## src/verilog/dmem_pkg.sv

```systemverilog
/* Data-memory unit package.
   Opcodes, atomic sub-opcodes, access sizes and the decode bundle. */

package dmem_pkg;

  localparam int data_width_lp = 64; // Width of one SRAM word.
  localparam int mask_width_lp = data_width_lp / 8; // One enable per byte.

  typedef enum logic [4:0] {
    LB        = 5'd0,
    LH        = 5'd1,
    LW        = 5'd2,
    LD        = 5'd3,
    LBU       = 5'd4,
    LHU       = 5'd5,
    LWU       = 5'd6,
    LDU       = 5'd7,
    SB        = 5'd8,
    SH        = 5'd9,
    SW        = 5'd10,
    SD        = 5'd11,
    LM        = 5'd12,
    SM        = 5'd13,
    AMOSWAP_W = 5'd14,
    AMOADD_W  = 5'd15,
    AMOXOR_W  = 5'd16,
    AMOAND_W  = 5'd17,
    AMOOR_W   = 5'd18,
    AMOMIN_W  = 5'd19,
    AMOMAX_W  = 5'd20,
    AMOMINU_W = 5'd21,
    AMOMAXU_W = 5'd22,
    AMOSWAP_D = 5'd23,
    AMOADD_D  = 5'd24,
    AMOXOR_D  = 5'd25,
    AMOAND_D  = 5'd26,
    AMOOR_D   = 5'd27,
    AMOMIN_D  = 5'd28,
    AMOMAX_D  = 5'd29,
    AMOMINU_D = 5'd30,
    AMOMAXU_D = 5'd31
  } dmem_opcode_e;

  typedef enum logic [3:0] {
    e_amo_swap = 4'd0,
    e_amo_add  = 4'd1,
    e_amo_xor  = 4'd2,
    e_amo_and  = 4'd3,
    e_amo_or   = 4'd4,
    e_amo_min  = 4'd5,
    e_amo_max  = 4'd6,
    e_amo_minu = 4'd7,
    e_amo_maxu = 4'd8
  } dmem_amo_subop_e;

  typedef enum logic [1:0] {
    e_size_byte   = 2'b00,
    e_size_half   = 2'b01,
    e_size_word   = 2'b10,
    e_size_double = 2'b11
  } dmem_size_e;

  typedef struct packed {
    dmem_size_e      data_size;
    logic            mask_op;
    logic            sigext_op;
    logic            ld_op;
    logic            st_op;
    logic            atomic_op;
    dmem_amo_subop_e amo_subop;
  } dmem_decode_s;

endpackage

```

## src/verilog/dmem_req_if.sv

```systemverilog
/* Registered request bundle.
   Driven by the controller and read by the datapath blocks. */

`timescale 1ns/1ns

interface dmem_req_if #(
  parameter int addr_width_p = 10
);

  dmem_pkg::dmem_decode_s                   decode;
  logic [addr_width_p-4:0]                  word_addr;
  logic [2:0]                               byte_offset;
  logic [dmem_pkg::data_width_lp-1:0]       store_data;
  logic [dmem_pkg::mask_width_lp-1:0]       store_mask;

  modport ctrl (
    output decode, word_addr, byte_offset, store_data, store_mask
  );

  modport dp (
    input decode, word_addr, byte_offset, store_data, store_mask
  );

endinterface

```

## src/verilog/dmem_write_merge.sv

```systemverilog
/* Write merge.
   Builds the SRAM write word and byte enables for stores and atomics. */

`timescale 1ns/1ns

module dmem_write_merge (
  dmem_req_if.dp                             req,
  input  logic [dmem_pkg::data_width_lp-1:0] amo_data_i,
  output logic [dmem_pkg::data_width_lp-1:0] wr_data_o,
  output logic [dmem_pkg::mask_width_lp-1:0] wr_mask_o
);

  logic [2:0] off;

  assign off = req.byte_offset;

  always_comb begin
    if (req.decode.atomic_op) begin
      wr_data_o = amo_data_i;
      if (req.decode.data_size == dmem_pkg::e_size_double) begin
        wr_mask_o = 8'hff;
      end else begin
        wr_mask_o = off[2] ? 8'hf0 : 8'h0f;
      end
    end else if (req.decode.mask_op) begin
      wr_data_o = req.store_data; // SM writes the word as given.
      wr_mask_o = req.store_mask;
    end else begin
      case (req.decode.data_size)
        dmem_pkg::e_size_byte: begin
          wr_data_o = {8{req.store_data[7:0]}};
          wr_mask_o = 8'h01 << off;
        end
        dmem_pkg::e_size_half: begin
          wr_data_o = {4{req.store_data[15:0]}};
          wr_mask_o = 8'h03 << {off[2:1], 1'b0};
        end
        dmem_pkg::e_size_word: begin
          wr_data_o = {2{req.store_data[31:0]}};
          wr_mask_o = 8'h0f << {off[2], 2'b00};
        end
        default: begin
          wr_data_o = req.store_data;
          wr_mask_o = 8'hff;
        end
      endcase
    end
  end

endmodule
```

## src/flat_wrapper.sv

```systemverilog
// flat-port wrapper written by rule: the top's interface ports become plain ports
module dmem_write_merge_flat 
  (amo_data_i, wr_data_o, wr_mask_o, req_decode, req_word_addr, req_byte_offset, req_store_data, req_store_mask);
  dmem_req_if req_i ();
  input  logic [dmem_pkg::data_width_lp-1:0] amo_data_i;
  output logic [dmem_pkg::data_width_lp-1:0] wr_data_o;
  output logic [dmem_pkg::mask_width_lp-1:0] wr_mask_o;
  input wire logic [$bits(req_i.decode)-1:0] req_decode;
  input wire logic [$bits(req_i.word_addr)-1:0] req_word_addr;
  input wire logic [$bits(req_i.byte_offset)-1:0] req_byte_offset;
  input wire logic [$bits(req_i.store_data)-1:0] req_store_data;
  input wire logic [$bits(req_i.store_mask)-1:0] req_store_mask;
  assign req_i.decode = req_decode;
  assign req_i.word_addr = req_word_addr;
  assign req_i.byte_offset = req_byte_offset;
  assign req_i.store_data = req_store_data;
  assign req_i.store_mask = req_store_mask;
  dmem_write_merge u_core (.req(req_i), .amo_data_i(amo_data_i), .wr_data_o(wr_data_o), .wr_mask_o(wr_mask_o));
endmodule
```

## config.mk

```make
export PLATFORM = sky130hd
export DESIGN_NAME = dmem_write_merge_flat
export DESIGN_NICKNAME = d
export VERILOG_FILES = /design/src/verilog/dmem_pkg.sv /design/src/verilog/dmem_req_if.sv /design/src/verilog/dmem_write_merge.sv /design/src/flat_wrapper.sv
export SDC_FILE = /design/constraint.sdc
export NUM_CORES = 1
export LEC_CHECK = 0
export ABC_AREA = 1
export BUFFER_PORTS_ARGS = -buffer_cell sky130_fd_sc_hd__buf_2
export CAP_MARGIN = 0
export CORE_AREA = 2 2 90 92
export DETAILED_ROUTE_END_ITERATION = 16
export DIE_AREA = 0 0 92 94
export GPL_TIMING_DRIVEN = 0
export MAX_ROUTING_LAYER = met4
export PLACE_DENSITY = 0.67
export SLEW_MARGIN = 20
export SYNTH_ARGS = -nofsm -noshare
export SYNTH_HDL_FRONTEND = slang
export SYNTH_SLANG_ARGS = --single-unit
```

## constraint.sdc

```tcl
create_clock -name vclk -period 1.8
set_input_delay 0.18 -clock vclk [all_inputs]
set_output_delay 0.18 -clock vclk [all_outputs]
set_load 0.01 [all_outputs]
```

==> reports/qor.json, run 1 <==
{
  "cp-start-kind": {"value": "input port"},
  "critical_path_peak_fanout": {"value": 10},
  "main_combinational_cell_family_by_area_after_synthesis": {"value": "simple AND/OR/NAND/NOR gates"},
  "dieHeight": {"value": 94, "unit": "µm"},
  "cpPeakStageDelay": {"value": 0.55, "unit": "ns"},
  "yosys-mux-area-fraction": {"value": 0, "unit": "%"},
  "nFlopsAndLatches": {"value": 0},
  "crit_path_kind": {"value": "in2out"},
  "finalHoldViolCount": {"value": 0},
  "synth_fa_ha_area_share": {"value": 0, "unit": "%"},
  "finalMaxSlewViolations": {"value": 0},
  "nets": {"value": 776},
  "pin_count": {"value": 229},
  "timing.final.crit_period": {"value": 1.68, "unit": "ns"},
  "fillerInstances": {"value": 902},
  "syn-mean-instance-area": {"value": 4.51, "unit": "µm²"},
  "fmaxAchievable": {"value": 0.597, "unit": "GHz"},
  "cts_resized": {"value": 0},
  "layout.clock_buffers": {"value": 0},
  "grt_antenna_before_repair": {"value": 0},
  "maxSlewHeadroom": {"value": 55.3, "unit": "%"},
  "proportion_of_layout_cells_with_a_drive_suffix_above_1": {"value": 38.2, "unit": "%"},
  "min_period_over_period": {"value": 93.1, "unit": "%"},
  "crit_path_end_kind": {"value": "primary output"},
  "routed_wl": {"value": 11000, "unit": "µm"},
  "critPathLaunch": {"value": "req_decode[4]"},
  "hpwl": {"value": 9210, "unit": "µm"},
  "routedWlPerCell": {"value": 15.3, "unit": "µm"},
  "power_leakage": {"value": 1.72, "unit": "nW"},
  "core_area": {"value": 7610, "unit": "µm²"},
  "gp_routability_congestion": {"value": 0.934},
  "synthesis.area": {"value": 1820, "unit": "µm²"},
  "setup_violations": {"value": 0},
  "yosys.area_share.xor_xnor": {"value": 0, "unit": "%"},
  "post_synth_cell_types": {"value": 16},
  "hp-class": {"value": "in2out"},
  "grt_setup_unrepaired": {"value": "no"},
  "route.detailed.vias_per_inst": {"value": 5.00},
  "synthesized_area_fraction_occupied_by_and_or_nand_nor_cells": {"value": 57.9, "unit": "%"},
  "grt_start_max_net_pins": {"value": 11},
  "critical_path.cell_chain": {"value": "buf_2, inv_2, clkbuf_1, nor2_1, a21oi_1, buf_2"},
  "first_pass_grt_wire_length": {"value": 16400, "unit": "µm"},
  "layout-area-overhead-vs-synth": {"value": 65.5, "unit": "%"},
  "ys_seq_area_share": {"value": 0, "unit": "%"},
  "synth-compound-area-share": {"value": 29.4, "unit": "%"},
  "ys_warn_count": {"value": 0},
  "required_arrival_time_at_the_worst_endpoint": {"value": 1.62, "unit": "ns"},
  "fin_area": {"value": 3020, "unit": "µm²"},
  "die-width": {"value": 92, "unit": "µm"},
  "synth_nets": {"value": 561},
  "cp_slowest_cell": {"value": "sky130_fd_sc_hd__clkbuf_1"},
  "globalRouteTotalUtil": {"value": 24.2, "unit": "%"},
  "drt_first_iter_violations": {"value": 276},
  "antenna_violating_nets_post_route": {"value": 0},
  "cts.hold.buffers_added": {"value": 0},
  "timing.critical_path.to": {"value": "wr_data_o[28]"},
  "io_buffer_count": {"value": 213},
  "cap_violations": {"value": 0},
  "layout.area.seq": {"value": 0, "unit": "µm²"},
  "remaining_drc_errors": {"value": 0},
  "status": {"value": "finished clean"},
  "worst_ir_drop_vdd": {"value": 0.0000930, "unit": "V"},
  "post_synth_inst_count": {"value": 404},
  "post_cts.repair.setup_buffers": {"value": 0},
  "n_antenna_cell": {"value": 0},
  "placedInstanceArea": {"value": 3020, "unit": "µm²"},
  "initial_core_util": {"value": 24.0, "unit": "%"},
  "first_global_vias": {"value": 3276},
  "globalRoute.totalOverflow": {"value": 0},
  "cpMostUsedCell": {"value": "sky130_fd_sc_hd__buf_2"},
  "worstMarginPinSlew": {"value": 0.671, "unit": "ns"},
  "die_ar": {"value": 8650, "unit": "µm²"},
  "dr.pass1.iters": {"value": 6},
  "fp-row-count": {"value": 32},
  "power_per_cell_area": {"value": 298, "unit": "nW/µm²"},
  "design_power_total": {"value": 900, "unit": "µW"},
  "detailroute.via_count": {"value": 3592},
  "tns": {"value": 0, "unit": "ns"},
  "cp_data_arrival_time": {"value": 1.50, "unit": "ns"}
}
## cell usage after synthesis, types with 2 or more instances
library cell               count  area [µm²]
sky130_fd_sc_hd__a21oi_1      96         480
sky130_fd_sc_hd__nor2_4        2        22.5
sky130_fd_sc_hd__inv_2         2        7.51
sky130_fd_sc_hd__nand2_2       2        12.5
sky130_fd_sc_hd__nand2_1     121         454
sky130_fd_sc_hd__buf_6         7        78.8
sky130_fd_sc_hd__clkbuf_1      9        33.8
sky130_fd_sc_hd__nand3_1      57         285
sky130_fd_sc_hd__buf_4         3        22.5
sky130_fd_sc_hd__buf_1         6        22.5
sky130_fd_sc_hd__inv_1         8        30.0
sky130_fd_sc_hd__nor2_1       75         282
sky130_fd_sc_hd__a31oi_1       8        50.1
sky130_fd_sc_hd__buf_2         6        30.0
## metal layers
layer,global-route usage (%),part of all wire (%),up-vias
met5,-,0,-
met4,2.11,0.81,0
met3,0.803,7.5,6
met2,43.9,49,191
met1,31.3,42,1619
li1,-,-,1776
## cell families (layout without fill, tap and decap cells)
logic type	Yosys count	in the layout
buf+inv	42	255
compound gates	105	105
simple gates	257	257
## worst min-delay path by stage
stage / startpoint / end / slack, ns / depth (start not counted)
6_report: amo_data_i[7] / wr_data_o[7] / 0.65 / 4
5_1_grt: amo_data_i[3] / wr_data_o[3] / 0.66 / 4
3_3_place_gp: amo_data_i[5] / wr_data_o[5] / 0.64 / 4
3_5_place_dp: amo_data_i[7] / wr_data_o[7] / 0.64 / 4
4_1_cts: amo_data_i[7] / wr_data_o[7] / 0.65 / 4
2_1_floorplan: req_store_data[0] / wr_data_o[0] / 0.48 / 2
## worst max-delay path: cells and delay by family
family / cells / cell delay, ns
simple gates: 1 / 0.13
buf+inv: 4 / 1.03
compound gates: 1 / 0.15
## cell type report
class | instances | area [µm²] | area share [%]
multi-input combinational | 362 | 1590 | 52.8
timing repair buffer | 213 | 1070 | 35.3
buffer | 31 | 188 | 6.22
tap | 102 | 128 | 4.23
inverter | 11 | 43.8 | 1.45
## stage by stage
stage,setup slack (ns),hold WS (ns),cells,util [%]
floorplan,0.589,0.479,404,-
global placement,0.218,0.642,719,39.7
detailed placement,0.202,0.643,719,39.7
CTS,0.200,0.646,719,39.7
global route,0.0271,0.661,719,39.7
finish,0.124,0.646,719,39.7
## power breakdown
part / leakage (nW) / switching, mW / total [mW] / internal [mW]
registers: 0 / 0 / 0 / 0
logic: 1.72 / 0.524 / 0.900 / 0.376
clock network: 0 / 0 / 0 / 0
total: 1.72 / 0.524 / 0.900 / 0.376
## layout by cell type, fill, tap and decap left out, types with 3 or more instances in the layout
cell type | synthesis | final
sky130_fd_sc_hd__clkbuf_1 | 9 | 9
sky130_fd_sc_hd__inv_1 | 8 | 8
sky130_fd_sc_hd__a31oi_1 | 8 | 8
sky130_fd_sc_hd__buf_4 | 3 | 3
sky130_fd_sc_hd__buf_6 | 7 | 7
sky130_fd_sc_hd__a21oi_1 | 96 | 96
sky130_fd_sc_hd__nand2_1 | 121 | 121
sky130_fd_sc_hd__buf_1 | 6 | 6
sky130_fd_sc_hd__nor2_1 | 75 | 75
sky130_fd_sc_hd__nand3_1 | 57 | 57
sky130_fd_sc_hd__buf_2 | 6 | 219
Power figures use the tool's default switching activity.
==> inputs of run 2 (changes only) <==
PLACE_DENSITY = 0.66   (was 0.67)
==> run 2 against run 1 <==
Against the previous run:
- combinational power is 0.4% lower
- wire length is 0.52% lower
- worst hold slack worse by 0.0032 ns
- setup slack better by 0.069 ns
- sequential share of layout area stayed put
- flip-flop and latch count stayed put
- design area stayed put
==> reports/qor.json, run 2 (synthesis gave the netlist of run 1 again) <==
{
  "sw_frac_of_total": {"value": 58.1, "unit": "%", "change": "-0.17 points"},
  "worst_hold_path.endpoint": {"value": "wr_data_o[0]"},
  "cp-start-kind": {"value": "input port"},
  "dieHeight": {"value": 94, "unit": "µm", "change": "unchanged"},
  "globalRouteTotalUtil": {"value": 23.4, "unit": "%", "change": "-0.80 points"},
  "setup_violations": {"value": 0, "change": "unchanged"},
  "core_area": {"value": 7610, "unit": "µm²", "change": "unchanged"},
  "seq_power_share": {"value": 0, "unit": "%", "change": "unchanged"},
  "cap_violations": {"value": 0, "change": "unchanged"},
  "whs": {"value": 0.642, "unit": "ns", "change": "-0.00324 ns"},
  "layout.clock_buffers": {"value": 0, "change": "unchanged"},
  "post_cts.repair.setup_buffers": {"value": 0, "change": "unchanged"},
  "cell_internal_pwr": {"value": 376, "unit": "µW", "change": "about the same"},
  "p_clk_share": {"value": 0, "unit": "%", "change": "unchanged"},
  "worst_hold_startpoint": {"value": "amo_data_i[0]"},
  "nFlopsAndLatches": {"value": 0, "change": "unchanged"},
  "critical_path_peak_fanout": {"value": 10, "change": "unchanged"},
  "grt_antenna_before_repair": {"value": 0, "change": "unchanged"},
  "worstMarginPinSlew": {"value": 0.621, "unit": "ns", "change": "-0.0499 ns"},
  "die-width": {"value": 92, "unit": "µm", "change": "unchanged"},
  "status": {"value": "finished clean"},
  "dr.pass1.iters": {"value": 5, "change": "-1"},
  "route.detailed.vias_per_inst": {"value": 4.93, "change": "-1.3%"},
  "crit_path_kind": {"value": "in2out"},
  "place_ws": {"value": 0.205, "unit": "ns", "change": "+0.00344 ns"},
  "final_worst_setup_slack": {"value": 0.193, "unit": "ns", "change": "+0.0687 ns"},
  "hpwl": {"value": 9230, "unit": "µm", "change": "+0.22%"},
  "layout.area.seq": {"value": 0, "unit": "µm²", "change": "unchanged"},
  "design_power_total": {"value": 896, "unit": "µW", "change": "-0.38%"},
  "grt_start_max_net_pins": {"value": 11, "change": "unchanged"},
  "required_arrival_time_at_the_worst_endpoint": {"value": 1.62, "unit": "ns", "change": "about the same"},
  "cts_resized": {"value": 0, "change": "unchanged"},
  "fmaxAchievable": {"value": 0.622, "unit": "GHz", "change": "+4.3%"},
  "fin_area": {"value": 3020, "unit": "µm²", "change": "unchanged"},
  "timing.final.crit_period": {"value": 1.61, "unit": "ns", "change": "-0.0687 ns"},
  "cpPeakStageDelay": {"value": 0.51, "unit": "ns", "change": "-0.04 ns"},
  "hp-class": {"value": "in2out"},
  "placedInstanceArea": {"value": 3020, "unit": "µm²", "change": "unchanged"},
  "critical_path_buf_inv_count": {"value": 4, "change": "unchanged"},
  "first_pass_grt_wire_length": {"value": 15900, "unit": "µm", "change": "-3.1%"},
  "io_buffer_count": {"value": 213, "change": "unchanged"},
  "net-switching-power": {"value": 520, "unit": "µW", "change": "-0.68%"},
  "finalHoldViolCount": {"value": 0, "change": "unchanged"},
  "routed_wl": {"value": 10900, "unit": "µm", "change": "-0.52%"},
  "n_antenna_cell": {"value": 0, "change": "unchanged"},
  "crit_path_end_kind": {"value": "primary output"},
  "gp_routability_congestion": {"value": 0.943, "change": "+0.94%"},
  "power_per_cell_area": {"value": 297, "unit": "nW/µm²", "change": "-0.38%"},
  "grt_setup_unrepaired": {"value": "no"},
  "power_leakage": {"value": 1.72, "unit": "nW", "change": "unchanged"},
  "timing.hold.worst_path_depth": {"value": 4, "change": "unchanged"},
  "antenna_violating_nets_post_route": {"value": 0, "change": "unchanged"},
  "final_common_cell": {"value": "sky130_fd_sc_hd__buf_2"},
  "drt_first_iter_violations": {"value": 242, "change": "-12%"},
  "pwr-share-comb": {"value": 100.0, "unit": "%", "change": "about the same"},
  "routedWlPerCell": {"value": 15.2, "unit": "µm", "change": "-0.52%"},
  "initial_core_util": {"value": 24.0, "unit": "%", "change": "unchanged"},
  "cp_slowest_cell": {"value": "sky130_fd_sc_hd__clkbuf_1"},
  "cts.hold.buffers_added": {"value": 0, "change": "unchanged"},
  "remaining_drc_errors": {"value": 0, "change": "unchanged"},
  "nets": {"value": 776, "change": "unchanged"},
  "globalRoute.totalOverflow": {"value": 0, "change": "unchanged"},
  "critical_path.cell_chain": {"value": "buf_2, inv_2, clkbuf_1, nor2_1, a21oi_1, buf_2"},
  "proportion_of_layout_cells_with_a_drive_suffix_above_1": {"value": 38.2, "unit": "%", "change": "unchanged"},
  "finalMaxSlewViolations": {"value": 0, "change": "unchanged"},
  "maxSlewHeadroom": {"value": 58.6, "unit": "%", "change": "+3.3 points"},
  "first_global_vias": {"value": 3210, "change": "-2.0%"},
  "cpMostUsedCell": {"value": "sky130_fd_sc_hd__buf_2"},
  "worst_ir_drop_vdd": {"value": 0.0000936, "unit": "V", "change": "+0.71%"},
  "tns": {"value": 0, "unit": "ns", "change": "unchanged"},
  "layout-area-overhead-vs-synth": {"value": 65.5, "unit": "%", "change": "unchanged"},
  "die_ar": {"value": 8650, "unit": "µm²", "change": "unchanged"},
  "fp-row-count": {"value": 32, "change": "unchanged"},
  "pin_count": {"value": 229, "change": "unchanged"},
  "detailroute.via_count": {"value": 3545, "change": "-1.3%"},
  "layout.cells.most_common_list": {"value": "sky130_fd_sc_hd__buf_2, sky130_fd_sc_hd__nand2_1, sky130_fd_sc_hd__a21oi_1, sky130_fd_sc_hd__nor2_1, sky130_fd_sc_hd__nand3_1"},
  "cp_data_arrival_time": {"value": 1.43, "unit": "ns", "change": "-0.07 ns"},
  "path_delay_family": {"value": "buffers and inverters"},
  "min_period_over_period": {"value": 89.3, "unit": "%", "change": "-3.8 points"}
}
[run 2: cell counts in the layout (fill, tap and decap cells not counted)]
Identical to the previous run, type by type.
[run 2: metrics by stage]
stage                     instances  utilization, %
after floorplan                 404               -
after global placement          719            39.7
after detailed placement        719            39.7
after CTS                       719            39.7
after global routing            719            39.7
final                           719            39.7
[run 2: metal layers]
layer | track usage, % | routed length, µm
met5 | - | 0
met1 | 29.5 | 4690
met4 | 0.498 | 0
met2 | 43.9 | 5470
met3 | 1.20 | 780
[run 2: power groups by stage]
| stage | logic [mW] | clock network (mW) | registers, mW |
|---|---|---|---|
| floorplan | 0.465 | 0 | 0 |
| global placement | 0.885 | 0 | 0 |
| detailed placement | 0.893 | 0 | 0 |
| CTS | 0.897 | 0 | 0 |
| global route | 0.981 | 0 | 0 |
| finish | 0.896 | 0 | 0 |
[run 2: layout make-up]
cell class,count,area [µm²]
repair buffers,213,1070
plain buffers,31,188
well taps,102,128
multi-input cells,362,1590
inverters,11,43.8
fillers,906,4590
[run 2: worst max path at each step]
stage | from | to | slack, ns | cells after the start
after floorplan | req_decode[10] | wr_data_o[14] | 0.59 | 7
after global placement | req_decode[4] | wr_data_o[9] | 0.21 | 6
after detailed placement | req_decode[8] | wr_data_o[14] | 0.21 | 6
after CTS | req_decode[4] | wr_data_o[24] | 0.20 | 6
after global routing | req_decode[4] | wr_data_o[9] | 0.05 | 6
final | req_decode[4] | wr_data_o[9] | 0.19 | 6
==> inputs of run 3 (changes only) <==
REMOVE_ABC_BUFFERS = 1   (was not set)
==> run 3 against run 2 <==
Against the previous run:
- setup slack worse by 0.090 ns
- wire length down 12%
- non-clock buffer count down 26
- via count down 2.7%
- combinational power down 4.4%
- core utilization down 1.1 points
- sequential share of layout area unchanged
- flip-flop and latch count unchanged
- critical path type unchanged
- largest cell class unchanged
==> reports/qor.json, run 3 (synthesis gave the netlist of run 1 again) <==
{
  "status": {"value": "finished clean"},
  "routedWlPerCell": {"value": 13.8, "unit": "µm", "change": "-9.2%"},
  "cts.hold.buffers_added": {"value": 0, "change": "unchanged"},
  "cp_slowest_cell": {"value": "sky130_fd_sc_hd__buf_4"},
  "maxSlewHeadroom": {"value": 65.1, "unit": "%", "change": "+6.5 points"},
  "cap_violations": {"value": 0, "change": "unchanged"},
  "power_leakage": {"value": 1.65, "unit": "nW", "change": "-4.0%"},
  "die-width": {"value": 92, "unit": "µm", "change": "unchanged"},
  "nets": {"value": 752, "change": "-3.1%"},
  "globalRoute.totalOverflow": {"value": 0, "change": "unchanged"},
  "dr.pass1.iters": {"value": 4, "change": "-1"},
  "tns": {"value": 0, "unit": "ns", "change": "unchanged"},
  "critical_path_buf_inv_count": {"value": 4, "change": "unchanged"},
  "cpPeakStageDelay": {"value": 0.20, "unit": "ns", "change": "-0.31 ns"},
  "fmaxAchievable": {"value": 0.589, "unit": "GHz", "change": "-5.3%"},
  "whs": {"value": 0.640, "unit": "ns", "change": "-0.00227 ns"},
  "setup_violations": {"value": 0, "change": "unchanged"},
  "n_antenna_cell": {"value": 0, "change": "unchanged"},
  "first_global_vias": {"value": 3195, "change": "-0.47%"},
  "cp-start-kind": {"value": "input port"},
  "layout.area.seq": {"value": 0, "unit": "µm²", "change": "unchanged"},
  "dieHeight": {"value": 94, "unit": "µm", "change": "unchanged"},
  "required_arrival_time_at_the_worst_endpoint": {"value": 1.62, "unit": "ns", "change": "about the same"},
  "io_buffer_count": {"value": 215, "change": "+0.94%"},
  "critical_path_peak_fanout": {"value": 29, "change": "+19"},
  "grt_setup_unrepaired": {"value": "no"},
  "min_period_over_period": {"value": 94.3, "unit": "%", "change": "+5.0 points"},
  "pin_count": {"value": 229, "change": "unchanged"},
  "worstMarginPinSlew": {"value": 0.523, "unit": "ns", "change": "-0.0977 ns"},
  "grt_antenna_before_repair": {"value": 0, "change": "unchanged"},
  "routed_wl": {"value": 9600, "unit": "µm", "change": "-12%"},
  "core_area": {"value": 7610, "unit": "µm²", "change": "unchanged"},
  "path_delay_family": {"value": "buffers and inverters"},
  "detailroute.via_count": {"value": 3448, "change": "-2.7%"},
  "critical_path.cell_chain": {"value": "buf_4, nand2_4, nand2_8, clkinvlp_4, buf_4, nand2_1, a21oi_1, buf_2"},
  "route.detailed.vias_per_inst": {"value": 4.96, "change": "+0.62%"},
  "drt_first_iter_violations": {"value": 181, "change": "-25%"},
  "remaining_drc_errors": {"value": 0, "change": "unchanged"},
  "timing.final.crit_period": {"value": 1.70, "unit": "ns", "change": "+0.0901 ns"},
  "proportion_of_layout_cells_with_a_drive_suffix_above_1": {"value": 38.6, "unit": "%", "change": "+0.37 points"},
  "crit_path_end_kind": {"value": "primary output"},
  "finalMaxSlewViolations": {"value": 0, "change": "unchanged"},
  "hp-class": {"value": "in2out"},
  "globalRouteTotalUtil": {"value": 21.3, "unit": "%", "change": "-2.1 points"},
  "cp_data_arrival_time": {"value": 1.52, "unit": "ns", "change": "+0.09 ns"},
  "fp-row-count": {"value": 32, "change": "unchanged"},
  "crit_path_kind": {"value": "in2out"},
  "initial_core_util": {"value": 24.0, "unit": "%", "change": "unchanged"},
  "layout.clock_buffers": {"value": 0, "change": "unchanged"},
  "hpwl": {"value": 6850, "unit": "µm", "change": "-26%"},
  "layout-area-overhead-vs-synth": {"value": 60.7, "unit": "%"},
  "fillerInstances": {"value": 891, "change": "-1.7%"},
  "final_common_cell": {"value": "sky130_fd_sc_hd__buf_2"},
  "gp_routability_congestion": {"value": 0.793, "change": "-16%"},
  "grt_start_max_net_pins": {"value": 73, "change": "+62"},
  "nFlopsAndLatches": {"value": 0, "change": "unchanged"},
  "finalHoldViolCount": {"value": 0, "change": "unchanged"},
  "die_ar": {"value": 8650, "unit": "µm²", "change": "unchanged"},
  "multiInputGateArea": {"value": 1620, "unit": "µm²", "change": "+1.9%"},
  "antenna_violating_nets_post_route": {"value": 0, "change": "unchanged"},
  "layout.cells.most_common_list": {"value": "sky130_fd_sc_hd__buf_2, sky130_fd_sc_hd__nand2_1, sky130_fd_sc_hd__a21oi_1, sky130_fd_sc_hd__nor2_1, sky130_fd_sc_hd__nand3_1"},
  "power_per_cell_area": {"value": 292, "unit": "nW/µm²", "change": "-1.6%"},
  "cpMostUsedCell": {"value": "sky130_fd_sc_hd__buf_4"},
  "worst_ir_drop_vdd": {"value": 0.0000951, "unit": "V", "change": "+1.6%"},
  "first_pass_grt_wire_length": {"value": 15000, "unit": "µm", "change": "-5.4%"}
}
[run 3: cell count changes in the layout (fill, tap and decap cells not counted), moves of 2 or more]
| cell | delta |
|---|---|
| sky130_fd_sc_hd__buf_6 | -6 |
| sky130_fd_sc_hd__clkbuf_1 | -9 |
| sky130_fd_sc_hd__buf_2 | -7 |
| sky130_fd_sc_hd__nand2_2 | -2 |
| sky130_fd_sc_hd__inv_1 | -2 |
| sky130_fd_sc_hd__clkinvlp_4 | +3 |
| sky130_fd_sc_hd__buf_4 | +2 |
| sky130_fd_sc_hd__buf_1 | -6 |
| sky130_fd_sc_hd__inv_2 | -2 |
| sky130_fd_sc_hd__nand2_4 | +2 |
[run 3: worst paths after layout]
kind,startpoint,endpoint,slack (ns),depth (start not counted)
setup / recovery,req_decode[10],wr_data_o[27],0.10,8
hold / removal,amo_data_i[6],wr_data_o[6],0.64,4
[run 3: metrics by stage]
step | cell area (µm²) | setup WS [ns] | std cells | util [%] | total power, mW
floorplan | 1640 | -0.166 | 373 | - | 0.401
global placement | 2840 | -1.32 | 690 | 37.3 | 0.818
detailed placement | 2840 | -1.36 | 690 | 37.3 | 0.829
CTS | 2920 | 0.0301 | 695 | 38.3 | 0.857
global route | 2930 | 0.0137 | 695 | 38.5 | 0.957
finish | 2930 | 0.102 | 695 | 38.5 | 0.857
[run 3: worst min-delay path: stages]
cell and delay [ns]:
sky130_fd_sc_hd__buf_2 0.08, sky130_fd_sc_hd__nand2_1 0.04, sky130_fd_sc_hd__nand2_1 0.05, sky130_fd_sc_hd__buf_2 0.11
[run 3: cell type report]
cell class,count,share of cell area (%)
well taps,102,4.36
repair inverters,1,0.256
repair buffers,218,37.9
multi-input cells,363,55.3
inverters,11,2.18
[run 3: what timing repair did]
action | in CTS | in global routing
setup buffers | 3 | 0
cloned | 2 | 0
endpoints found under the setup margin | 70 | 22
pin swaps | 1 | 1
gates resized for setup | 11 | 4
[run 3: power breakdown]
group / internal, mW / switching (mW) / total, mW
combinational: 0.356 / 0.501 / 0.857
sequential: 0 / 0 / 0
clock: 0 / 0 / 0
[run 3: metal layers]
| metal | global-route usage [%] | routed length [µm] |
|---|---|---|
| met2 | 39.0 | 4800 |
| met5 | - | 0 |
| met1 | 27.3 | 3970 |
| met4 | 0.622 | 26 |
| met3 | 1.36 | 800 |
